**src/rv_decode_pkg.sv**
```systemverilog
/* RV64I decode types and encodings shared by every stage
   XLEN and ILEN are fixed; the lane count is a module parameter */
`default_nettype none

package rv_decode_pkg;

  // data, pc and instruction widths
  localparam int XLEN      = 64;
  localparam int ILEN      = 32;
  localparam int REG_IDX_W = 5;

  // base opcodes, RV64I only
  localparam logic [6:0] OPC_LUI       = 7'b0110111;
  localparam logic [6:0] OPC_AUIPC     = 7'b0010111;
  localparam logic [6:0] OPC_JAL       = 7'b1101111;
  localparam logic [6:0] OPC_JALR      = 7'b1100111;
  localparam logic [6:0] OPC_BRANCH    = 7'b1100011;
  localparam logic [6:0] OPC_LOAD      = 7'b0000011;
  localparam logic [6:0] OPC_STORE     = 7'b0100011;
  localparam logic [6:0] OPC_OP_IMM    = 7'b0010011;
  localparam logic [6:0] OPC_OP_IMM_32 = 7'b0011011;
  localparam logic [6:0] OPC_OP        = 7'b0110011;
  localparam logic [6:0] OPC_OP_32     = 7'b0111011;
  localparam logic [6:0] OPC_MISC_MEM  = 7'b0001111;
  localparam logic [6:0] OPC_SYSTEM    = 7'b1110011;

  // funct3 values that gate legality
  localparam logic [2:0] F3_ADD_SUB = 3'b000;
  localparam logic [2:0] F3_SLL     = 3'b001;
  localparam logic [2:0] F3_SRL_SRA = 3'b101;
  localparam logic [2:0] F3_FENCE   = 3'b000;
  localparam logic [2:0] F3_FENCE_I = 3'b001;
  localparam logic [2:0] F3_PRIV    = 3'b000;

  // funct7: base form and the sub/sra form
  localparam logic [6:0] F7_BASE = 7'b0000000;
  localparam logic [6:0] F7_ALT  = 7'b0100000;

  // whole-word system instructions
  localparam logic [31:0] INST_ECALL  = 32'h0000_0073;
  localparam logic [31:0] INST_EBREAK = 32'h0010_0073;

  typedef enum logic [2:0] {
    FMT_NONE, FMT_R, FMT_I, FMT_S, FMT_B, FMT_U, FMT_J, FMT_CSRI
  } inst_fmt_e;

  typedef struct packed {
    logic [6:0]           funct7;
    logic [REG_IDX_W-1:0] rs2;
    logic [REG_IDX_W-1:0] rs1;
    logic [2:0]           funct3;
    logic [REG_IDX_W-1:0] rd;
    logic [6:0]           opcode;
  } r_fmt_t;

  typedef struct packed {
    logic [11:0]          imm11_0;
    logic [REG_IDX_W-1:0] rs1;
    logic [2:0]           funct3;
    logic [REG_IDX_W-1:0] rd;
    logic [6:0]           opcode;
  } i_fmt_t;

  typedef struct packed {
    logic [6:0]           imm11_5;
    logic [REG_IDX_W-1:0] rs2;
    logic [REG_IDX_W-1:0] rs1;
    logic [2:0]           funct3;
    logic [4:0]           imm4_0;
    logic [6:0]           opcode;
  } s_fmt_t;

  // branch offset bits are scattered, bit 0 implied zero
  typedef struct packed {
    logic                 imm12;
    logic [5:0]           imm10_5;
    logic [REG_IDX_W-1:0] rs2;
    logic [REG_IDX_W-1:0] rs1;
    logic [2:0]           funct3;
    logic [3:0]           imm4_1;
    logic                 imm11;
    logic [6:0]           opcode;
  } b_fmt_t;

  typedef struct packed {
    logic [19:0]          imm31_12;
    logic [REG_IDX_W-1:0] rd;
    logic [6:0]           opcode;
  } u_fmt_t;

  typedef struct packed {
    logic                 imm20;
    logic [9:0]           imm10_1;
    logic                 imm11;
    logic [7:0]           imm19_12;
    logic [REG_IDX_W-1:0] rd;
    logic [6:0]           opcode;
  } j_fmt_t;

  // one instruction word, read through the view of its format
  typedef union packed {
    r_fmt_t r_fmt;
    i_fmt_t i_fmt;
    s_fmt_t s_fmt;
    b_fmt_t b_fmt;
    u_fmt_t u_fmt;
    j_fmt_t j_fmt;
  } inst_word_u;

  typedef struct packed {
    inst_fmt_e            fmt;
    logic [REG_IDX_W-1:0] rs1;
    logic                 rs1_ren;
    logic [REG_IDX_W-1:0] rs2;
    logic                 rs2_ren;
    logic [REG_IDX_W-1:0] rd;
    logic                 rd_wen;
    logic [XLEN-1:0]      imm;
    logic [XLEN-1:0]      target;
    logic [XLEN-1:0]      link;
  } uop_t;

  // flat bundle width: width words above a base pc
  function automatic int bundle_w(input int width);
    return width * ILEN + XLEN;
  endfunction

endpackage

`default_nettype wire

```
**src/decode_in_stage.sv**
```systemverilog
/* input register for fetch bundles; i_bundle must hold while i_valid waits on o_ready
   o_ready follows i_ready combinationally when the stage is full */
`timescale 1ns/10ps
`default_nettype none

module decode_in_stage
  import rv_decode_pkg::*;
#(
  parameter int DECODE_WIDTH = 2
) (
  input  logic                              i_clk,
  input  logic                              i_rst,
  input  logic                              i_valid,
  input  logic [bundle_w(DECODE_WIDTH)-1:0] i_bundle,
  input  logic                              i_ready,
  output logic                              o_ready,
  output logic                              o_valid,
  output logic [bundle_w(DECODE_WIDTH)-1:0] o_bundle
);

  // held bundle and its occupancy flag
  logic                              valid_q;
  logic [bundle_w(DECODE_WIDTH)-1:0] bundle_q;
  logic                              load;

  // take a new bundle when empty or when the held one leaves now
  assign o_ready = !valid_q || i_ready;
  assign load    = i_valid && o_ready;

  always_ff @(posedge i_clk) begin
    if (i_rst) begin
      valid_q <= 1'b0;
    end else if (o_ready) begin
      // drops to empty if nothing new arrives
      valid_q <= i_valid;
    end
  end

  // payload only moves on a transfer
  always_ff @(posedge i_clk) begin
    if (load) begin
      bundle_q <= i_bundle;
    end
  end

  assign o_valid  = valid_q;
  assign o_bundle = bundle_q;

endmodule

`default_nettype wire

```
**src/lane_decoder.sv**
```systemverilog
/* combinational RV64I decode of one slot; lane pc is base pc plus 4*LANE
   CSR immediate forms carry the zero-extended zimm and enable no register */
`timescale 1ns/10ps
`default_nettype none

module lane_decoder
  import rv_decode_pkg::*;
#(
  parameter int LANE = 0
) (
  input  inst_word_u      i_inst,
  input  logic [XLEN-1:0] i_base_pc,
  output uop_t            o_uop,
  output logic            o_illegal
);

  logic [6:0]      opcode;
  logic [2:0]      f3;
  logic [6:0]      f7;
  logic            op_imm_ok;
  logic            op_imm32_ok;
  logic            op_ok;
  logic            op32_ok;
  inst_fmt_e       fmt;
  logic            is_link;
  logic            rs1_ren;
  logic            rs2_ren;
  logic            rd_wen;
  logic [XLEN-1:0] imm;
  logic [XLEN-1:0] lane_pc;

  // control fields sit at the same place in every view
  assign opcode = i_inst.r_fmt.opcode;
  assign f3     = i_inst.r_fmt.funct3;
  assign f7     = i_inst.r_fmt.funct7;

  // slot offset inside the fetch bundle
  assign lane_pc = i_base_pc + (XLEN'(LANE) << 2);

  // rv64 shifts take a 6-bit shamt, so only inst[31:26] is checked
  always_comb begin
    case (f3)
      F3_SLL:     op_imm_ok = (f7[6:1] == F7_BASE[6:1]);
      F3_SRL_SRA: op_imm_ok = (f7[6:1] == F7_BASE[6:1]) || (f7[6:1] == F7_ALT[6:1]);
      default:    op_imm_ok = 1'b1;
    endcase
  end

  // word forms: addiw, slliw, srliw, sraiw
  assign op_imm32_ok = (f3 == F3_ADD_SUB)
                    || (f3 == F3_SLL && f7 == F7_BASE)
                    || (f3 == F3_SRL_SRA && (f7 == F7_BASE || f7 == F7_ALT));

  // alt funct7 only for sub and sra
  assign op_ok = (f7 == F7_BASE)
              || (f7 == F7_ALT && (f3 == F3_ADD_SUB || f3 == F3_SRL_SRA));

  // addw subw sllw srlw sraw
  assign op32_ok = (f7 == F7_BASE && (f3 == F3_ADD_SUB || f3 == F3_SLL || f3 == F3_SRL_SRA))
                || (f7 == F7_ALT && (f3 == F3_ADD_SUB || f3 == F3_SRL_SRA));

  // opcode match picks the format, anything left over stays FMT_NONE
  always_comb begin
    fmt     = FMT_NONE;
    is_link = 1'b0;
    case (opcode)
      OPC_LUI, OPC_AUIPC: fmt = FMT_U;
      OPC_JAL: begin
        fmt     = FMT_J;
        is_link = 1'b1;
      end
      OPC_JALR: begin
        if (f3 == 3'b000) begin
          fmt     = FMT_I;
          is_link = 1'b1;
        end
      end
      // funct3 010 and 011 are unused branch slots
      OPC_BRANCH:    if (f3[2:1] != 2'b01) fmt = FMT_B;
      // lb lh lw ld lbu lhu lwu
      OPC_LOAD:      if (f3 != 3'b111) fmt = FMT_I;
      // sb sh sw sd
      OPC_STORE:     if (!f3[2]) fmt = FMT_S;
      OPC_OP_IMM:    if (op_imm_ok) fmt = FMT_I;
      OPC_OP_IMM_32: if (op_imm32_ok) fmt = FMT_I;
      OPC_OP:        if (op_ok) fmt = FMT_R;
      OPC_OP_32:     if (op32_ok) fmt = FMT_R;
      OPC_MISC_MEM:  if (f3 == F3_FENCE || f3 == F3_FENCE_I) fmt = FMT_I;
      OPC_SYSTEM: begin
        if (f3 == F3_PRIV) begin
          // only ecall and ebreak, exact words
          if (i_inst == INST_ECALL || i_inst == INST_EBREAK) fmt = FMT_I;
        end else if (f3[1:0] != 2'b00) begin
          // csrrw/s/c use rs1, the immediate forms reuse it as zimm
          fmt = f3[2] ? FMT_CSRI : FMT_I;
        end
      end
      default: fmt = FMT_NONE;
    endcase
  end

  // register enables by format
  assign rs1_ren = (fmt inside {FMT_R, FMT_I, FMT_S, FMT_B});
  assign rs2_ren = (fmt inside {FMT_R, FMT_S, FMT_B});
  assign rd_wen  = (fmt inside {FMT_R, FMT_I, FMT_U, FMT_J});

  // sign-extended immediate through the matching view
  always_comb begin
    case (fmt)
      FMT_I: imm = {{(XLEN-12){i_inst.i_fmt.imm11_0[11]}}, i_inst.i_fmt.imm11_0};
      FMT_S: imm = {{(XLEN-12){i_inst.s_fmt.imm11_5[6]}},
                    i_inst.s_fmt.imm11_5, i_inst.s_fmt.imm4_0};
      FMT_B: imm = {{(XLEN-13){i_inst.b_fmt.imm12}}, i_inst.b_fmt.imm12,
                    i_inst.b_fmt.imm11, i_inst.b_fmt.imm10_5,
                    i_inst.b_fmt.imm4_1, 1'b0};
      FMT_U: imm = {{(XLEN-32){i_inst.u_fmt.imm31_12[19]}},
                    i_inst.u_fmt.imm31_12, 12'b0};
      FMT_J: imm = {{(XLEN-21){i_inst.j_fmt.imm20}}, i_inst.j_fmt.imm20,
                    i_inst.j_fmt.imm19_12, i_inst.j_fmt.imm11,
                    i_inst.j_fmt.imm10_1, 1'b0};
      // zimm is unsigned
      FMT_CSRI: imm = {{(XLEN-REG_IDX_W){1'b0}}, i_inst.i_fmt.rs1};
      default: imm = '0;
    endcase
  end

  // disabled index fields read zero
  assign o_uop.fmt     = fmt;
  assign o_uop.rs1     = rs1_ren ? i_inst.r_fmt.rs1 : '0;
  assign o_uop.rs1_ren = rs1_ren;
  assign o_uop.rs2     = rs2_ren ? i_inst.r_fmt.rs2 : '0;
  assign o_uop.rs2_ren = rs2_ren;
  assign o_uop.rd      = rd_wen ? i_inst.r_fmt.rd : '0;
  assign o_uop.rd_wen  = rd_wen;
  assign o_uop.imm     = imm;

  // pc-relative target for branches and jal only
  assign o_uop.target  = (fmt == FMT_B || fmt == FMT_J) ? lane_pc + imm : '0;
  // return address for jal and jalr
  assign o_uop.link    = is_link ? lane_pc + XLEN'(4) : '0;

  assign o_illegal = (fmt == FMT_NONE);

endmodule

`default_nettype wire

```
**src/decode_out_stage.sv**
```systemverilog
/* output register for decoded bundles; o_uops and o_illegal hold while i_ready is low
   o_ready depends combinationally on i_ready */
`timescale 1ns/10ps
`default_nettype none

module decode_out_stage
  import rv_decode_pkg::*;
#(
  parameter int DECODE_WIDTH = 2
) (
  input  logic                          i_clk,
  input  logic                          i_rst,
  input  logic                          i_valid,
  input  uop_t [DECODE_WIDTH-1:0]       i_uops,
  input  logic [DECODE_WIDTH-1:0]       i_illegal_lanes,
  input  logic                          i_ready,
  output logic                          o_ready,
  output logic                          o_valid,
  output uop_t [DECODE_WIDTH-1:0]       o_uops,
  output logic                          o_illegal
);

  logic                    valid_q;
  uop_t [DECODE_WIDTH-1:0] uops_q;
  logic                    illegal_q;
  logic                    load;

  // same accept rule as the input register
  assign o_ready = !valid_q || i_ready;
  assign load    = i_valid && o_ready;

  always_ff @(posedge i_clk) begin
    if (i_rst) begin
      valid_q <= 1'b0;
    end else if (o_ready) begin
      valid_q <= i_valid;
    end
  end

  // any bad lane marks the whole bundle
  always_ff @(posedge i_clk) begin
    if (load) begin
      uops_q    <= i_uops;
      illegal_q <= |i_illegal_lanes;
    end
  end

  assign o_valid   = valid_q;
  assign o_uops    = uops_q;
  assign o_illegal = illegal_q;

endmodule

`default_nettype wire

```
**src/rv_decode_top.sv**
```systemverilog
/* two-register decode pipe; i_bundle is {word[W-1] .. word[0], base_pc}, pc in the low bits
   lane n decodes word[n] at base_pc + 4*n */
`timescale 1ns/10ps
`default_nettype none

module rv_decode_top
  import rv_decode_pkg::*;
#(
  parameter int DECODE_WIDTH = 2
) (
  input  logic                              i_clk,
  input  logic                              i_rst,
  input  logic                              i_valid,
  input  logic [bundle_w(DECODE_WIDTH)-1:0] i_bundle,
  input  logic                              i_ready,
  output logic                              o_ready,
  output logic                              o_valid,
  output uop_t [DECODE_WIDTH-1:0]           o_uops,
  output logic                              o_illegal
);

  // view of the flat bundle
  typedef struct packed {
    inst_word_u [DECODE_WIDTH-1:0] insts;
    logic [XLEN-1:0]               base_pc;
  } fetch_bundle_t;

  fetch_bundle_t           held_bundle;
  logic                    in_valid;
  logic                    in_ready;
  uop_t [DECODE_WIDTH-1:0] lane_uops;
  logic [DECODE_WIDTH-1:0] lane_illegal;

  decode_in_stage #(
    .DECODE_WIDTH(DECODE_WIDTH)
  ) u_in_stage (
    .i_clk   (i_clk),
    .i_rst   (i_rst),
    .i_valid (i_valid),
    .i_bundle(i_bundle),
    .i_ready (in_ready),
    .o_ready (o_ready),
    .o_valid (in_valid),
    .o_bundle(held_bundle)
  );

  // one decoder per slot, all reading the held bundle
  for (genvar n = 0; n < DECODE_WIDTH; n++) begin : g_lane
    lane_decoder #(
      .LANE(n)
    ) u_lane (
      .i_inst   (held_bundle.insts[n]),
      .i_base_pc(held_bundle.base_pc),
      .o_uop    (lane_uops[n]),
      .o_illegal(lane_illegal[n])
    );
  end

  decode_out_stage #(
    .DECODE_WIDTH(DECODE_WIDTH)
  ) u_out_stage (
    .i_clk          (i_clk),
    .i_rst          (i_rst),
    .i_valid        (in_valid),
    .i_uops         (lane_uops),
    .i_illegal_lanes(lane_illegal),
    .i_ready        (i_ready),
    .o_ready        (in_ready),
    .o_valid        (o_valid),
    .o_uops         (o_uops),
    .o_illegal      (o_illegal)
  );

endmodule

`default_nettype wire

```
**config.mk**
```make
export PLATFORM = sky130hd
export DESIGN_NAME = rv_decode_top
export DESIGN_NICKNAME = d
export VERILOG_FILES = /design/src/rv_decode_pkg.sv /design/src/decode_in_stage.sv /design/src/lane_decoder.sv /design/src/decode_out_stage.sv /design/src/rv_decode_top.sv
export SDC_FILE = /design/constraint.sdc
export NUM_CORES = 1
export LEC_CHECK = 0
export ABC_CLOCK_PERIOD_IN_PS = 21500
export BUFFER_PORTS_ARGS = -buffer_cell sky130_fd_sc_hd__buf_4
export CAP_MARGIN = 15
export CELL_PAD_IN_SITES_DETAIL_PLACEMENT = 1
export CELL_PAD_IN_SITES_GLOBAL_PLACEMENT = 1
export CORE_UTILIZATION = 40
export CTS_CLUSTER_DIAMETER = 40
export DETAILED_ROUTE_END_ITERATION = 8
export MAX_ROUTING_LAYER = met4
export PLACE_DENSITY = 0.75
export RECOVER_POWER = 100
export SLEW_MARGIN = 30
export SYNTH_ARGS = -nofsm -noshare
export SYNTH_HDL_FRONTEND = slang
export SYNTH_SLANG_ARGS = --single-unit
```
**constraint.sdc**
```tcl
create_clock -name i_clk -period 21.5 [get_ports i_clk]
set_input_delay 3.225 -clock i_clk [delete_from_list [all_inputs] [get_ports i_clk]]
set_output_delay 3.225 -clock i_clk [all_outputs]
set_load 0.05 [all_outputs]
```
==> run metrics <==
status finished with violations; failing checks max-capacitance violations, max-slew violations; FF-to-FF Start u_out_stage.o_valid; core area 70,300 um2; max_cap viols 12; Placer Congestion 0.963; leakage power between 10 and 15 nW; Die X approximately 270 um; fin nets 3,437; Critical Setup Path Class in2reg; Worst Tran Pin Value 8880 ps; worst min-delay path startpoint u_in_stage.o_valid; unrepaired setup endpoints after global routing no; initial antenna violation count 9; syn_nets 2,924; Yosys warnings 0; CP arrival 12,840 ps; buffer and inverter count on the worst path 4; Yosys reg bits a little under 500; final hold violations 0; Longest Clk Path Bufs 3; Post-synth EDFFs slightly below 500; syn avg cell area 10.7 um2; initial core utilization between 40 and 50%; Buffers on Ports 560; Flop pwr share 38.1%; Post CTS Setup Buffer Count 0; Final min period approximately 13,000 ps; Sw Share between 20% and 30%; routed wire length 106,000 um; clk root buf clkbuf_16; grt ovf 0; Distinct cells, synth 92; Max Slew Vio Count 726; Vias/cell 5.68; Seq/Total Area, Yosys 51.9%; Synth Instances 2,667; clk_lat worst skew 650 ps; Slowest-stage cell, CP clkbuf_1; Hold Path Sink u_out_stage.o_valid; # hold bufs at CTS 0; die area 72,200 um2; crit end category flop; share of layout cells above drive strength 1 9.71%; crit-path cells clkbuf_4 -> nor2b_1 -> nor2b_1 -> clkbuf_1 -> clkbuf_1 -> clkbuf_1; Setup-failing EPs final 0; CTS tree built; Ports 561; largest net degree at the start of global routing ~160; Peak Freq 0.0787 GHz; Pwr Total between 3 and 4 mW; FF-to-FF path depth 5; H-tree levels 3; Post-CTS Resized 0; gr usage total 29.4%; clock share of power between 40 and 50%; Peak supply drop 0.0632 mV; row count between 90 and 100; mapped cell area 28,500 um2; ys async rst share 0%; logic gate share of total power a little over an eighth; global-route wire length before repair 153,000 um; DRC 0; DR WL/cell 25.3 um; HPWL Detailed 82,200 um; fin crit share 59.1%; Int Pwr 2.16 mW; routed via count between 20,000 and 25,000; CTS clk-pin slew, worst paths 50 ps; reg-to-reg critical path endpoint u_out_stage.o_uops[290]; Worst Setup Start Kind input port; initial drt markers a little over 2,000; vias in the first global route between 20,000 and 25,000; Main synth FF type edfxtp_1; relative slew slack -492%; Psw 909 uW; Vert. Die Dim approximately 270 um; Clock Sinks 493; post-route ant nets 0; CP max FO 75; CP Data Required Time 21,630 ps; TNS Setup 0 ps; Hold WC Path Type reg2reg; Area Overhead vs Synth 21.7%; P per Cell Area 88.7 nW/um2; CP delay by family, top buffers and inverters; CTS Buf Count between 80 and 90; Hold Path Depth 2; Setup Skew 36.9 ps; most frequent CP cell clkbuf_1; reg2reg setup slack 11,070 ps; drt pass-1 iters 6; crit-path max cell delay 3050 ps
-- cell usage in the layout (no fill, tap or decap), types with 14 or more instances in the layout --
cell and instances:
nor3_1 74, inv_1 107, clkbuf_1 461, a31oi_1 26, o21a_1 25, and2_1 34
nor4_1 34, o21bai_1 16, nand3_1 81, and3_1 29, and4_1 18, a21o_1 114
xor2_1 73, nand2_1 164, clkbuf_16 90, nand2b_1 20, nand4_1 47, nor2b_1 46
o21ai_0 100, a21oi_1 150, xnor2_1 140, ha_1 123, edfxtp_1 491, nor2_1 322
or3_1 14, clkbuf_4 114, and2_0 22
-- final cells by class --
cell class	instances	area, um2
clock buffer	97	2280
sequential	493	14800
fill	7851	35600
tap	940	1180
clock inverter	67	912
antenna	8	20.0
timing repair buffer	581	2660
multi-input combinational	1907	12400
inverter	108	405
-- worst max-delay path by stage --
| stage | startpoint | endpoint | slack [ps] | depth (start not counted) |
|---|---|---|---|---|
| final | i_ready | u_out_stage.o_uops[290] | 8790 | 6 |
| after detailed placement | u_in_stage.o_bundle[78] | u_out_stage.o_uops[127] | 13880 | 21 |
| after global placement | u_in_stage.o_bundle[78] | u_out_stage.o_uops[127] | 14230 | 21 |
| after floorplan | i_ready | u_out_stage.o_illegal | 1070 | 2 |
| after CTS | u_in_stage.o_bundle[78] | u_out_stage.o_uops[127] | 13750 | 22 |
| after global routing | i_ready | u_out_stage.o_uops[290] | 8040 | 6 |
-- power by group through the flow --
stage	sequential (mW)	clock, mW	combinational, mW
3_5_place_dp	1.18	0	0.449
2_1_floorplan	1.30	0	0.185
4_1_cts	1.16	1.51	0.452
3_3_place_gp	1.18	0	0.443
5_1_grt	1.17	1.54	0.439
6_report	1.17	1.49	0.416
-- through the flow --
step                setup slack [ps]  cells  util (%)  hold WS, ps  instance area [um2]
floorplan                       1070   2667         -          478                28500
global placement               14230   4027      47.2          504                33200
detailed placement             13880   4027      47.2          515                33200
CTS                            13750   4191      51.8          524                36400
global route                    8040   4201      49.3          561                34600
finish                          8790   4201      49.3          519                34600
-- state kept, by name (all words and copies together), names as in the netlist --
name and cells:
u_in_stage.o_valid 1, u_out_stage.o_valid 1, u_in_stage.o_bundle 128, u_out_stage.o_illegal 1, u_out_stage.o_uops 362
-- worst reg2reg max path: cells and delay by family (launching register included) --
kind,cells,cell delay [ps]
buf+inv,3,8180
flops,1,310
simple gates,2,1370
-- cell usage after synthesis (65+ instances only) --
master / number / share of area [%]
edfxtp_1: 491 / 52
nor2_1: 323 / 4.3
nand2_1: 164 / 2.2
a21oi_1: 150 / 2.6
xnor2_1: 142 / 4.4
ha_1: 123 / 5.4
a21o_1: 114 / 3.0
inv_1: 107 / 1.4
o21ai_0: 100 / 1.8
clkbuf_1: 81 / 1.1
nand3_1: 81 / 1.4
nor3_1: 74 / 1.3
xor2_1: 73 / 2.2
buf_4: 65 / 1.7
-- logic make-up (layout without fill, tap and decap cells) --
logic type	Yosys count	count (layout)	synth area share [%]
other	0	8	0
xor gates and xnor gates	216	216	6.67
AOI/OAI and AO/OA	579	579	13.4
adders and majority gates	129	129	5.69
buffers and inverters	267	853	4.47
DFF	493	493	51.9
muxes	12	12	0.426
and+or+nand+nor	971	971	17.4
-- metal layers --
layer | GRT usage [%] | share of wire (%) | vias up
met5 | - | 0 | -
met2 | 45.9 | 47 | 881
met1 | 39.1 | 44 | 11939
li1 | - | - | 10857
met4 | 11.0 | 3.3 | 0
met3 | 3.75 | 5.8 | 164
Power figures use the tool's default switching activity.
